===== config.mk =====
export PLATFORM = sky130hd
export DESIGN_NAME = rhd_ctrl_top
export DESIGN_NICKNAME = d
export VERILOG_FILES = /design/src/rhd_cmd_pkg.sv /design/src/rhd_spi_pkg.sv /design/src/spi_frame_if.sv /design/src/rhd_spi_master.sv /design/src/rhd_cmd_seq.sv /design/src/rhd_ctrl_top.sv
export SDC_FILE = /design/constraint.sdc
export NUM_CORES = 1
export LEC_CHECK = 0
export ABC_AREA = 0
export BUFFER_PORTS_ARGS = -buffer_cell sky130_fd_sc_hd__clkbuf_2
export CORE_MARGIN = 2
export CORE_UTILIZATION = 34
export CTS_CLUSTER_SIZE = 28
export DETAILED_ROUTE_END_ITERATION = 8
export PLACE_DENSITY_LB_ADDON = 0.2
export SLEW_MARGIN = 20
export SYNTH_ARGS = -nofsm -noshare
export SYNTH_HDL_FRONTEND = slang
export SYNTH_SLANG_ARGS = --single-unit

===== constraint.sdc =====
create_clock -name clk -period 4.91 [get_ports clk]
set_input_delay 0 -clock clk [delete_from_list [all_inputs] [get_ports clk]]
set_output_delay 0 -clock clk [all_outputs]
set_load 0.02 [all_outputs]

===== src/rhd_cmd_pkg.sv =====
package rhd_cmd_pkg;

    // Host op codes
    typedef logic [2:0] cmd_op_t;

    localparam cmd_op_t OP_CONVERT   = 3'd0;
    localparam cmd_op_t OP_CALIBRATE = 3'd1;
    localparam cmd_op_t OP_CLEAR     = 3'd2;
    localparam cmd_op_t OP_WRITE     = 3'd3;
    localparam cmd_op_t OP_READ      = 3'd4;

    // Register address or channel number, and register value
    typedef logic [5:0] reg_addr_t;
    typedef logic [7:0] reg_data_t;

    // Fixed command words
    localparam logic [15:0] CMD_CALIBRATE = 16'h5500;
    localparam logic [15:0] CMD_CLEAR     = 16'h6A00;

    // Prefix in bits 15:14, address in 13:8, data in 7:0
    localparam logic [1:0] PFX_CONVERT = 2'b00;
    localparam logic [1:0] PFX_WRITE   = 2'b10;
    localparam logic [1:0] PFX_READ    = 2'b11;

    // Upper result byte returned by the chip
    localparam reg_data_t RET_WRITE = 8'hFF;
    localparam reg_data_t RET_READ  = 8'h00;

    // Filler read when no host command waits
    localparam reg_addr_t FILLER_ADDR = 6'd63;

    // Frames between a command and its result
    localparam int RESULT_LAG = 2;

    typedef enum logic [2:0] {
        S_IDLE,
        S_PREP,
        S_START,
        S_WAIT_FRAME,
        S_WAIT_PERIOD
    } seq_state_t;

endpackage


===== src/rhd_spi_pkg.sv =====
package rhd_spi_pkg;

    // One SPI frame
    localparam int FRAME_BITS = 16;
    typedef logic [FRAME_BITS-1:0] spi_word_t;

    // clk cycles per half sclk period
    localparam int SCLK_HALF = 2;

    // clk cycles with chip select high between frames
    localparam int CS_GAP = 4;

    // Counter widths in the master
    localparam int CNT_W = $clog2(CS_GAP + SCLK_HALF);
    localparam int BIT_W = $clog2(FRAME_BITS);

    typedef enum logic [1:0] {
        M_IDLE,
        M_SHIFT,
        M_GAP
    } spi_state_t;

endpackage


===== src/spi_frame_if.sv =====
`timescale 1ns/100ps

interface spi_frame_if import rhd_spi_pkg::*; ();

    logic      start;
    spi_word_t tx_word;
    logic      frame_done;
    spi_word_t rx_word;
    logic      period_done;

    modport seq (
        output start, tx_word,
        input  frame_done, rx_word, period_done
    );

    modport master (
        input  start, tx_word,
        output frame_done, rx_word, period_done
    );

endinterface


===== src/rhd_spi_master.sv =====
`timescale 1ns/100ps

module rhd_spi_master import rhd_spi_pkg::*; (
    input  logic        clk,
    input  logic        rst,
    spi_frame_if.master frame,
    output logic        sclk,
    output logic        cs_n,
    output logic        mosi,
    input  logic        miso
);

    spi_state_t       state;
    logic [CNT_W-1:0] div_cnt;
    logic [BIT_W-1:0] bit_cnt;
    spi_word_t        tx_sr;
    spi_word_t        rx_sr;
    logic             half_end;
    logic             rise_pt;
    logic             fall_pt;
    logic             last_bit;

    // End of one half sclk period inside a frame
    assign half_end = (state == M_SHIFT) && (div_cnt == CNT_W'(SCLK_HALF - 1));
    assign rise_pt  = half_end && !sclk;
    assign fall_pt  = half_end && sclk;
    assign last_bit = (bit_cnt == BIT_W'(FRAME_BITS - 1));

    // MSB first
    assign mosi          = tx_sr[FRAME_BITS-1];
    assign frame.rx_word = rx_sr;

    always_ff @(posedge clk or posedge rst) begin
        if (rst) begin
            state             <= M_IDLE;
            div_cnt           <= '0;
            bit_cnt           <= '0;
            sclk              <= 1'b0;
            cs_n              <= 1'b1;
            frame.frame_done  <= 1'b0;
            frame.period_done <= 1'b0;
        end else begin
            frame.frame_done  <= 1'b0;
            frame.period_done <= 1'b0;
            case (state)
                M_IDLE: begin
                    if (frame.start) begin
                        cs_n    <= 1'b0;
                        div_cnt <= '0;
                        bit_cnt <= '0;
                        state   <= M_SHIFT;
                    end
                end
                M_SHIFT: begin
                    if (half_end) begin
                        div_cnt <= '0;
                        if (!sclk) begin
                            sclk <= 1'b1;
                        end else begin
                            sclk <= 1'b0;
                            if (last_bit) begin
                                // Last fall closes the frame
                                cs_n             <= 1'b1;
                                frame.frame_done <= 1'b1;
                                state            <= M_GAP;
                            end else begin
                                bit_cnt <= bit_cnt + 1'b1;
                            end
                        end
                    end else begin
                        div_cnt <= div_cnt + 1'b1;
                    end
                end
                M_GAP: begin
                    if (div_cnt == CNT_W'(CS_GAP - 1)) begin
                        div_cnt           <= '0;
                        frame.period_done <= 1'b1;
                        state             <= M_IDLE;
                    end else begin
                        div_cnt <= div_cnt + 1'b1;
                    end
                end
                default: begin
                    state <= M_IDLE;
                end
            endcase
        end
    end

    // Shift registers load on start and move one bit per sclk period
    always_ff @(posedge clk) begin
        if (state == M_IDLE && frame.start) begin
            tx_sr <= frame.tx_word;
        end else if (fall_pt) begin
            tx_sr <= {tx_sr[FRAME_BITS-2:0], 1'b0};
        end
        // Sample miso at the rising edge of sclk
        if (rise_pt) begin
            rx_sr <= {rx_sr[FRAME_BITS-2:0], miso};
        end
    end

endmodule


===== src/rhd_cmd_seq.sv =====
`timescale 1ns/100ps

module rhd_cmd_seq import rhd_cmd_pkg::*; import rhd_spi_pkg::*; (
    input  logic       clk,
    input  logic       rst,
    spi_frame_if.seq   frame,
    input  logic       cmd_valid,
    input  cmd_op_t    cmd_op,
    input  reg_addr_t  cmd_addr,
    input  reg_data_t  cmd_data,
    output logic       cmd_lost,
    output logic       result_valid,
    output cmd_op_t    result_op,
    output spi_word_t  result_word
);

    seq_state_t state;

    // Pending command slot
    logic      pend_valid;
    cmd_op_t   pend_op;
    reg_addr_t pend_addr;
    reg_data_t pend_data;

    // Frame being sent and the frames still waiting for their result
    spi_word_t             tx_word;
    logic                  cur_host;
    cmd_op_t               cur_op;
    logic [RESULT_LAG-1:0] rec_host;
    cmd_op_t               rec_op [RESULT_LAG];

    function automatic spi_word_t encode_cmd(cmd_op_t op, reg_addr_t addr, reg_data_t data);
        case (op)
            OP_CONVERT:   return {PFX_CONVERT, addr, 8'h00};
            OP_CALIBRATE: return CMD_CALIBRATE;
            OP_CLEAR:     return CMD_CLEAR;
            OP_WRITE:     return {PFX_WRITE, addr, data};
            OP_READ:      return {PFX_READ, addr, 8'h00};
            default:      return {PFX_READ, FILLER_ADDR, 8'h00};
        endcase
    endfunction

    assign frame.start   = (state == S_START);
    assign frame.tx_word = tx_word;

    // Slot fills from the host and empties in S_PREP
    always_ff @(posedge clk or posedge rst) begin
        if (rst) begin
            pend_valid <= 1'b0;
            cmd_lost   <= 1'b0;
        end else begin
            cmd_lost <= cmd_valid && pend_valid;
            if (cmd_valid && !pend_valid) begin
                pend_valid <= 1'b1;
            end else if (state == S_PREP) begin
                pend_valid <= 1'b0;
            end
        end
    end

    always_ff @(posedge clk) begin
        if (cmd_valid && !pend_valid) begin
            pend_op   <= cmd_op;
            pend_addr <= cmd_addr;
            pend_data <= cmd_data;
        end
    end

    always_ff @(posedge clk or posedge rst) begin
        if (rst) begin
            state        <= S_IDLE;
            cur_host     <= 1'b0;
            rec_host     <= '0;
            result_valid <= 1'b0;
        end else begin
            result_valid <= 1'b0;
            case (state)
                S_IDLE: begin
                    state <= S_PREP;
                end
                S_PREP: begin
                    cur_host <= pend_valid;
                    state    <= S_START;
                end
                S_START: begin
                    state <= S_WAIT_FRAME;
                end
                S_WAIT_FRAME: begin
                    if (frame.frame_done) begin
                        result_valid <= rec_host[RESULT_LAG-1];
                        rec_host     <= {rec_host[RESULT_LAG-2:0], cur_host};
                        state        <= S_WAIT_PERIOD;
                    end
                end
                S_WAIT_PERIOD: begin
                    if (frame.period_done) begin
                        state <= S_PREP;
                    end
                end
                default: begin
                    state <= S_IDLE;
                end
            endcase
        end
    end

    // Command word, op record and result payload
    always_ff @(posedge clk) begin
        if (state == S_PREP) begin
            if (pend_valid) begin
                tx_word <= encode_cmd(pend_op, pend_addr, pend_data);
            end else begin
                tx_word <= {PFX_READ, FILLER_ADDR, 8'h00};
            end
            cur_op <= pend_op;
        end
        if (state == S_WAIT_FRAME && frame.frame_done) begin
            // Word arriving now belongs to the oldest frame in the record
            result_op   <= rec_op[RESULT_LAG-1];
            result_word <= frame.rx_word;
            for (int i = RESULT_LAG - 1; i > 0; i--) begin
                rec_op[i] <= rec_op[i-1];
            end
            rec_op[0] <= cur_op;
        end
    end

endmodule


===== src/rhd_ctrl_top.sv =====
`timescale 1ns/100ps

module rhd_ctrl_top import rhd_cmd_pkg::*; import rhd_spi_pkg::*; (
    input  logic      clk,
    input  logic      rst,
    // Host side
    input  logic      cmd_valid,
    input  cmd_op_t   cmd_op,
    input  reg_addr_t cmd_addr,
    input  reg_data_t cmd_data,
    output logic      cmd_lost,
    output logic      result_valid,
    output cmd_op_t   result_op,
    output spi_word_t result_word,
    // Chip side
    output logic      sclk,
    output logic      cs_n,
    output logic      mosi,
    input  logic      miso
);

    spi_frame_if frame ();

    rhd_cmd_seq u_seq (
        .clk          (clk),
        .rst          (rst),
        .frame        (frame.seq),
        .cmd_valid    (cmd_valid),
        .cmd_op       (cmd_op),
        .cmd_addr     (cmd_addr),
        .cmd_data     (cmd_data),
        .cmd_lost     (cmd_lost),
        .result_valid (result_valid),
        .result_op    (result_op),
        .result_word  (result_word)
    );

    rhd_spi_master u_spi (
        .clk   (clk),
        .rst   (rst),
        .frame (frame.master),
        .sclk  (sclk),
        .cs_n  (cs_n),
        .mosi  (mosi),
        .miso  (miso)
    );

endmodule


Word level (Yosys, flattened, before mapping)
Memories as Yosys holds them, arrays and structs flattened. A register that Yosys moved wholly into a read port is not among the register bits.
Index checks and enable logic that the tools add are counted.
{"block": "totals", "reg_bits": 106, "latch_bits": 0, "ram_bits": 6, "rom_bits": 0, "in_bits": 21, "elab_cells": 107, "n_memories": 1}
{"name": "u_seq.rec_op", "words": 2, "width": 3, "read_ports": 2, "rd_clocked_by_memory_dff": 1, "wr": 2, "line_no": "rhd_cmd_seq.sv:30", "text": "cmd_op_t rec_op [RESULT_LAG];"}
{"block": "classes", "add_sub_neg": 2, "mul": 0, "n_div": 0, "n_lt_le_gt_ge": 0, "n_eq_ne": 21, "shift": 0, "mux": 39, "bitwise": 0, "n_reduce_logical": 23}
{"op": "case mux 16 bit (5 select lines)", "n": 1}
{"op": "two-way mux 16 bit", "n": 2}
{"op": "two-way mux 1 bit", "n": 17}
{"op": "two-way mux 4 bit", "n": 4}
{"op": "equality test 3 x 2 -> 1 bit (second input constant)", "n": 5}
{"op": "two-way mux 3 bit", "n": 5}
{"op": "case mux 3 bit (5 select lines)", "n": 1}
{"op": "AND reduction 5 bit", "n": 3}
{"op": "!= test 2 x 1 -> 1 bit (second input constant)", "n": 7}
{"op": "two-way mux 2 bit", "n": 5}
{"op": "equality test 3 x 1 -> 1 bit (second input constant)", "n": 3}
{"op": "case mux 3 bit (3 select lines)", "n": 1}
{"op": "case mux 4 bit (2 select lines)", "n": 1}
{"op": "AND reduction 2 bit", "n": 4}
{"op": "logical AND 1 bit", "n": 7}
{"op": "equality test 3 bit (second input constant)", "n": 2}
{"op": "logical NOT 3 bit", "n": 2}
{"op": "case mux 2 bit (3 select lines)", "n": 1}
{"op": "nonzero test 2 bit", "n": 3}
{"op": "adder 4 x 1 -> 4 bit (second input constant)", "n": 1}
{"op": "equality test 4 bit (second input constant)", "n": 1}
{"op": "adder 3 x 1 -> 3 bit (second input constant)", "n": 1}
{"op": "nonzero test 3 bit", "n": 1}
{"op": "equality test 2 x 1 -> 1 bit (second input constant)", "n": 1}
{"op": "5 further kinds", "n": 6}

Depth between registers and ports, before layout
Gate-level depths: netlist (run 1).
{"block": "depth", "ltp_word": 5, "ltp_mapped": 7, "depth_no_buf": 7}

Hierarchy
A second synthesis (run 1) with hierarchy kept.
{"block": "hier_totals", "cells_unflattened": 253, "hier_area_um2": 4362.9}
{"mod": "rhd_cmd_seq", "n_inst": 1, "cells_per_inst": 122, "area_per_inst_um2": 2387.3, "seq_area_each_um2": 2057.0}
{"mod": "rhd_spi_master", "n_inst": 1, "cells_per_inst": 131, "area_per_inst_um2": 1975.6, "seq_area_each_um2": 1287.5}

Least setup slack after synthesis (run 1)
Ideal clock, no wire load.
{"block": "synth_timing", "kind": "register to register", "from": "reg u_spi.div_cnt[1]", "to": "reg u_spi.tx_sr[0] (enable)", "t_arrival_ns": 2.225, "t_required_ns": 4.499, "setup_slack_ns": 2.274, "path_stages_with_launch": 7, "n_path_buf": 1, "synth_period_minus_slack_ns": 2.636, "cell_sequence": "dfrtp_1 > inv_1 > ha_1 > nor2b_1 > clkbuf_1 > nand2_1 > o21ai_0"}
{"block": "synth_between", "elab_chain_cells": 4}
{"item": "start, declared", "line_no": "rhd_spi_master.sv:14", "text": "logic [CNT_W-1:0] div_cnt;"}
{"item": "start signal, assigned", "line_no": "rhd_spi_master.sv:71", "text": "div_cnt <= div_cnt + 1'b1;"}
{"item": "start signal, assigned", "line_no": "rhd_spi_master.sv:80", "text": "div_cnt <= div_cnt + 1'b1;"}
{"item": "equality test 3 x 1 -> 1 bit", "line_no": "rhd_spi_master.sv:24", "text": "assign half_end = (state == M_SHIFT) && (div_cnt == CNT_W'(SCLK_HALF - 1));"}
{"item": "logical AND 1 bit", "line_no": "rhd_spi_master.sv:24"}
{"item": "logical AND 1 bit", "line_no": "rhd_spi_master.sv:26", "text": "assign fall_pt = half_end && sclk;"}
{"item": "nonzero test 2 bit (no line)"}
{"item": "end signal, assigned", "line_no": "rhd_spi_master.sv:93", "text": "tx_sr <= frame.tx_word;"}
{"item": "end signal, assigned", "line_no": "rhd_spi_master.sv:95", "text": "tx_sr <= {tx_sr[FRAME_BITS-2:0], 1'b0};"}
{"item": "end, declared", "line_no": "rhd_spi_master.sv:16", "text": "spi_word_t tx_sr;"}
Every way passes these cells.
A chain may end at the register's enable or synchronous reset.

Worst setup path after layout (run 1)
{"block": "layout_timing", "from": "reg u_spi.div_cnt[1]", "to": "reg u_spi.rx_sr[14] (netlist: u_spi.frame.rx_word[14]) (enable)"}
{"block": "layout_between", "elab_chain_cells": 3}
{"item": "equality test 3 x 1 -> 1 bit", "line_no": "rhd_spi_master.sv:24"}
{"item": "logical AND 1 bit", "line_no": "rhd_spi_master.sv:24"}
{"item": "logical AND 1 bit", "line_no": "rhd_spi_master.sv:25", "text": "assign rise_pt = half_end && !sclk;"}
{"item": "via u_spi.rise_pt", "line_no": "rhd_spi_master.sv:19", "text": "logic rise_pt;"}
{"item": "end signal, assigned", "line_no": "rhd_spi_master.sv:99", "text": "rx_sr <= {rx_sr[FRAME_BITS-2:0], miso};"}
{"item": "end, declared", "line_no": "rhd_spi_master.sv:17", "text": "spi_word_t rx_sr;"}
The timed path passes the listed nets, and every way through them passes these cells.

==> out/summary.txt, run 1 <==
Adder-cell area share of the yosys netlist -> 2.83%
Category of the most critical setup path -> reg2reg
Primary flip-flop cell chosen by synthesis mapping -> edfxtp_1
Area of the mapped netlist -> 4420 sq um
Initial Utilization -> 34.9%
Most crowded layer after global routing -> met2
Yosys synthesis warning count -> 0
Nets -> 376
Portion of the post-synthesis area used by sequential elements -> 75.7%
Worst Max-Slew Pin Slew -> 0.967 ns
Number of diodes added for antenna fixing -> 0
CP arrival -> 2.25 ns
Input/output buffers -> 44
Flop and latch count out of synthesis -> 115
Hold Violations, Final -> 0
Max Cap Violations -> 0
Ports -> 45
Width of the die -> 118 um
Avg WL per Cell -> 12.3 um
Average vias per placed instance -> 4.34
Post-route cell area -> 5610 sq um
Slew HR -> 35.5%
Mux share of post-synthesis cell area -> 5.92%
Most common cell after layout, fill and taps aside -> edfxtp_1
Count of flip-flops with a built-in enable after synthesis -> 93
Asr flop ratio synth -> 19.1%
Clock latency at the later pin of the worst-skew pair -> 0.41 ns
Number of unique standard cell types used by synthesis -> 39
Area of the placeable core -> 12700 sq um
Pin count of the biggest net entering global routing -> 27
Unrepaired setup endpoints after global routing -> false
Layout-stage area growth over the synthesis result -> 27.1%
Post-Synth Simple-Gate Area -> 7.42%
Clock slew at the register clock pins of the worst setup and hold paths -> 0.05 ns
Final routed DRC violation total -> 0
GRT Total Usage -> 10.9%
Setup repair bufs after CTS -> 0
Cell Rows -> 41
Aggregate routed wire length -> 6.53 mm
Max Clock Skew -> 0.00905 ns
Dominant combinational cell family by area after synthesis -> simple AND/OR/NAND/NOR gates
Die area -> 13900 sq um
Max clock buf depth -> 2
Kind of capture point of the worst setup path -> flip-flop
Result of the run -> completed
HPWL Detailed -> 4.12 mm
Routed vias -> 2298
Sort of element at the start of the critical path -> flip-flop
Final Max Tran Viols -> 0
Synthesized netlist cell count -> 266
Antenna violations before repair -> 0
DP Area -> 4830 sq um
Leakage component of the power -> 2.20 nW
Final ANT Viol Nets -> 0
Remaining global-route overflow -> 0
Setup-failing EPs final -> 0
CTS tree -> yes
Share of Yosys cell area claimed by the top area cell type -> 63.2%
Count of routing violations after the opening detailed-route iteration -> 153
Post-synthesis xor/xnor area fraction -> 0.198%
Leading cell types by total area after synthesis -> edfxtp_1 (63%), dfrtp_1 (12%), mux2_4 (3.4%), ha_1 (2.8%), mux2_2 (2.3%)
Post-Synthesis Mean Instance Area -> 16.6 sq um
Post-Synthesis Net Count -> 297
# fillers -> 1140
Crit path max fanout -> 16
Worst min-delay path class -> in2async
Number of global-route vias before repair -> 2290
Data required time of the worst path -> 4.94 ns
Post-route fraction of the period consumed by the critical path -> 45.3%
First-pass GRT wire length -> 11.4 mm
Die H -> 118 um
Num Clock Sinks -> 115
Compound-cell area share of the yosys netlist -> 5.83%
Inserted Clock Buffers -> 17
Storage element area -> 3340 sq um
Most frequent cells in the layout -> edfxtp_1 (93), clkbuf_2 (44), nand2_1 (24)
Grt met1 use -> 14.1%
Multi-input gate area in the final layout -> 983 sq um
H-tree depth -> 4
Maximum resistive drop on vdd -> 0.242 mV
GR Layer Usage met3 -> 4.60%
Routability Congestion -> 0.719
Total Neg Setup Slack -> 0 ns
Post-synth top area cell -> edfxtp_1
Final min period -> 2.22 ns
First-pass detailed-route iteration total -> 4
Highest attainable clock frequency -> 450 MHz
Proportion of layout cells with a drive suffix above 1 -> 26.8%
GR Util met2 -> 14.8%
Total power density per cell area -> 406 nW/um^2
Cell at the root of the clock tree -> clkbuf_16
[flip-flops by register name, summed over array words and instances (netlist names), 2 cells and up]
name and flops:
u_seq.frame.tx_word 16, u_seq.result_word 16, u_spi.frame.rx_word 16, u_spi.tx_sr 16
u_seq.pend_data 8, u_seq.pend_addr 6, u_seq.rec_op 6, u_spi.bit_cnt 4
u_seq.cur_op 3, u_seq.pend_op 3, u_seq.result_op 3, u_seq.state 3
u_spi.div_cnt 3, u_seq.rec_host 2, u_spi.state 2
[per-stage QoR]
stage	total power, mW	std cells	setup WS, ns	hold slack (ns)	util, %
final	2.28	530	2.69	0.302	44.3
after global routing	2.36	530	2.35	0.285	44.3
after CTS	2.31	530	2.65	0.277	44.3
after detailed placement	1.08	478	2.63	0.179	38.1
after global placement	1.08	478	2.37	0.177	38.1
after floorplan	1.07	266	2.27	-0.0115	-
[routing by layer]
| layer | part of all wire, % | vias to the layer above |
|---|---|---|
| met5 | 0 | - |
| met4 | 2.8 | 0 |
| met3 | 4.8 | 15 |
| met2 | 43 | 64 |
| met1 | 49 | 1069 |
| li1 | - | 1150 |
[cell type report]
type	count	share of cell area [%]
timing repair buffer	66	7.76
sequential	115	59.6
inverter	14	0.936
multi-input combinational	131	17.5
tap	172	3.83
clock inverter	6	1.85
clock buffer	26	8.54
[worst paths after layout]
check	slack (ns)	cells past startpoint	end	startpoint
worst max register to register	2.69	5	u_spi.frame.rx_word[14]	u_spi.div_cnt[1]
worst min register to register	0.41	0	u_seq.result_op[0]	u_seq.rec_op[1][0]
worst max-delay path	2.69	5	u_spi.frame.rx_word[14]	u_spi.div_cnt[1]
worst min-delay path	0.30	3	u_spi.div_cnt[2]	rst
min in group clk	0.30	2	u_seq.pend_op[0]	cmd_op[0]
max in group asynchronous	4.06	3	u_seq.state[2]	rst
[timing repair]
action                    4_1_cts  5_1_grt
hold endpoints to repair       41        0
hold buffers                   20        0
gates resized for setup         0        0
[synth_stat cells (all sizes together), types with 4 or more instances]
cell type / instances
a21oi: 10
and2: 11
and3: 5
clkbuf: 4
dfrtp: 21
edfxtp: 93
ha: 10
inv: 14
mux2: 19
nand2: 24
nor2: 7
o21ai: 10
[power breakdown]
| part | switching, mW | total, mW | internal [mW] |
|---|---|---|---|
| logic | 0.00842 | 0.0251 | 0.0167 |
| registers | 0.000528 | 1.05 | 1.05 |
| clock network | 0.388 | 1.21 | 0.820 |
| total | 0.397 | 2.28 | 1.88 |
[kinds of logic (layout without fill, tap and decap cells)]
| kind of cell | count (synthesis) | in the layout |
|---|---|---|
| DFF | 115 | 115 |
| adders and majority gates | 10 | 10 |
| buffers and inverters | 20 | 112 |
| AOI/OAI and AO/OA | 39 | 39 |
| muxes | 20 | 20 |
| xor gates and xnor gates | 1 | 1 |
| and+or+nand+nor | 61 | 61 |
[worst max-delay path, cell delays in order, from the launching register on]
cell     delay [ns]
dfrtp_1        0.39
inv_1          0.06
ha_1           0.14
nor2b_1        0.44
nand2_1        0.20
nor2_2         0.61
Power figures use the tool's default switching activity.
==> run 2, diff against run 1 <==
- clock period: 4.91 -> 2.29 ns (I/O delays scaled with it)
==> out/summary.txt, run 2 (synthesis gave the netlist of run 1 again) <==
Result of the run -> completed
R2R setup slack -> 0.30 ns
Avg WL per Cell -> 13.0 um
CTS tree -> yes
Inserted Clock Buffers -> 17
Max clock buf depth -> 2
Total power -> 5.08 mW
Unrepaired setup endpoints after global routing -> false
Final routed DRC violation total -> 0
Final Max Tran Viols -> 0
Leakage component of the power -> 2.24 nW
First-pass GRT wire length -> 11.9 mm
GR Layer Usage met3 -> 4.89%
Width of the die -> 118 um
Average vias per placed instance -> 4.40
R2r worst-path depth -> 5
Most frequent cells in the layout -> edfxtp_1 (93), clkbuf_2 (44), nand2_1 (24)
Crit path max fanout -> 15
Layout-stage area growth over the synthesis result -> 28.9%
Final min period -> 1.99 ns
Fin Hold WS -> 0.204 ns
Worst min-delay path class -> in2async
Worst path cell trace -> inv_1 -> ha_1 -> inv_1 -> nor2_8 -> mux2_2
Proportion of total power due to net switching -> 17.9%
First-pass detailed-route iteration total -> 5
Most crowded layer after global routing -> met2
Cell-internal power -> 4.17 mW
Die H -> 118 um
Clock slew at the register clock pins of the worst setup and hold paths -> 0.05 ns
Number of global-route vias before repair -> 2362
Proportion of power drawn by combinational gates -> 1.1%
Maximum resistive drop on vdd -> 0.616 mV
Total power density per cell area -> 893 nW/um^2
Highest attainable clock frequency -> 503 MHz
Post-route fraction of the period consumed by the critical path -> 86.8%
CP arrival -> 2.15 ns
Num Clock Sinks -> 115
Ports -> 45
Initial Utilization -> 34.9%
End of the worst register-to-register path -> u_spi.tx_sr[15]
Category of the most critical setup path -> reg2reg
CP max stage delay -> 0.41 ns
Sequential group share of total power -> 44.2%
Die area -> 13900 sq um
Nets -> 381
Area of the placeable core -> 12700 sq um
GRT Total Usage -> 11.3%
Kind of capture point of the worst setup path -> flip-flop
Count of routing violations after the opening detailed-route iteration -> 127
Routability Congestion -> 0.707
Max Cap Violations -> 0
Power share of the clock group -> 54.7%
H-tree depth -> 4
Number of diodes added for antenna fixing -> 0
Cell Rows -> 41
Aggregate routed wire length -> 6.97 mm
Max Clock Skew -> 0.00455 ns
Worst path most repeated cell -> inv_1
Total Neg Setup Slack -> 0 ns
Cell at the root of the clock tree -> clkbuf_16
Data required time of the worst path -> 2.45 ns
HPWL Detailed -> 4.27 mm
Post-cts resize count -> 0
Worst Max-Slew Pin Slew -> 0.896 ns
Final ANT Viol Nets -> 0
Startpoint of the worst-slack reg-to-reg timing path -> u_spi.state[0]
Setup-failing EPs final -> 0
Switching power of the nets -> 0.909 mW
Input/output buffers -> 44
Slew HR -> 39.9%
Proportion of layout cells with a drive suffix above 1 -> 29.0%
Grt met1 use -> 14.4%
GR Util met2 -> 16.1%
Hold Violations, Final -> 0
Sort of element at the start of the critical path -> flip-flop
Most common cell after layout, fill and taps aside -> edfxtp_1
Clock latency at the later pin of the worst-skew pair -> 0.41 ns
Pin count of the biggest net entering global routing -> 27
Remaining global-route overflow -> 0
CP max stage cell -> dfrtp_1
Routed vias -> 2351
Antenna violations before repair -> 0
==> run 2: changes by cell type in the layout (fill, tap and decap cells not counted), sizes merged <==
cell,change
clkinvlp,+3
bufinv,+1
inv,-1
clkbuf,-4
buf,+5
==> run 2: final cells by class <==
cell class | instances | area, sq um
clock buffers | 22 | 474
clock inverters | 9 | 153
fillers | 1125 | 6980
inverters | 14 | 52.6
multi-input cells | 131 | 981
flip-flops and latches | 115 | 3340
well taps | 172 | 215
repair buffers | 71 | 473
==> run 2: worst max-delay path: cells and delay by family, from the launching register on <==
family | cells | cell delay [ns]
DFF | 1 | 0.41
muxes | 1 | 0.37
adders and majority gates | 1 | 0.33
buffers and inverters | 2 | 0.29
and+or+nand+nor | 1 | 0.33
==> run 2: power by group through the flow <==
| stage | logic [mW] | registers, mW | clock network, mW |
|---|---|---|---|
| after global placement | 0.0286 | 2.29 | 0 |
| after global routing | 0.0623 | 2.24 | 2.94 |
| after CTS | 0.0551 | 2.24 | 2.85 |
| final | 0.0545 | 2.25 | 2.78 |
| after detailed placement | 0.0288 | 2.29 | 0 |
| after floorplan | 0.00737 | 2.29 | 0 |
==> run 2: worst max-delay path by stage <==
stage               cells after the start              end        startpoint  slack [ns]
floorplan                               6   u_spi.tx_sr[0]  u_spi.div_cnt[1]        0.09
global placement                        5  u_spi.tx_sr[15]    u_spi.state[0]        0.37
detailed placement                      5   u_spi.tx_sr[3]    u_spi.state[1]        0.30
CTS                                     5   u_spi.tx_sr[2]    u_spi.state[0]        0.30
global route                            5   u_spi.tx_sr[2]    u_spi.state[1]        0.17
finish                                  5  u_spi.tx_sr[15]    u_spi.state[0]        0.30
==> run 2: what timing repair did <==
item	in CTS	in global routing
endpoints found under the hold margin	41	0
hold buffers	20	0
setup buffers	0	0
==> run 2: layer usage <==
layer / up-vias / part of all wire, %
met5: - / 0
met4: 0 / 2.3
met3: 12 / 4.7
met2: 66 / 45
met1: 1118 / 48
li1: 1155 / -
==> run 2: through the flow <==
step	instances	utilization [%]	area, sq um	worst slack, ns
2_1_floorplan	266	-	4420	0.0858
3_5_place_dp	483	38.4	4870	0.299
4_1_cts	534	44.9	5690	0.300
6_report	534	44.9	5690	0.303
5_1_grt	534	44.9	5690	0.167
3_3_place_gp	483	38.4	4870	0.369
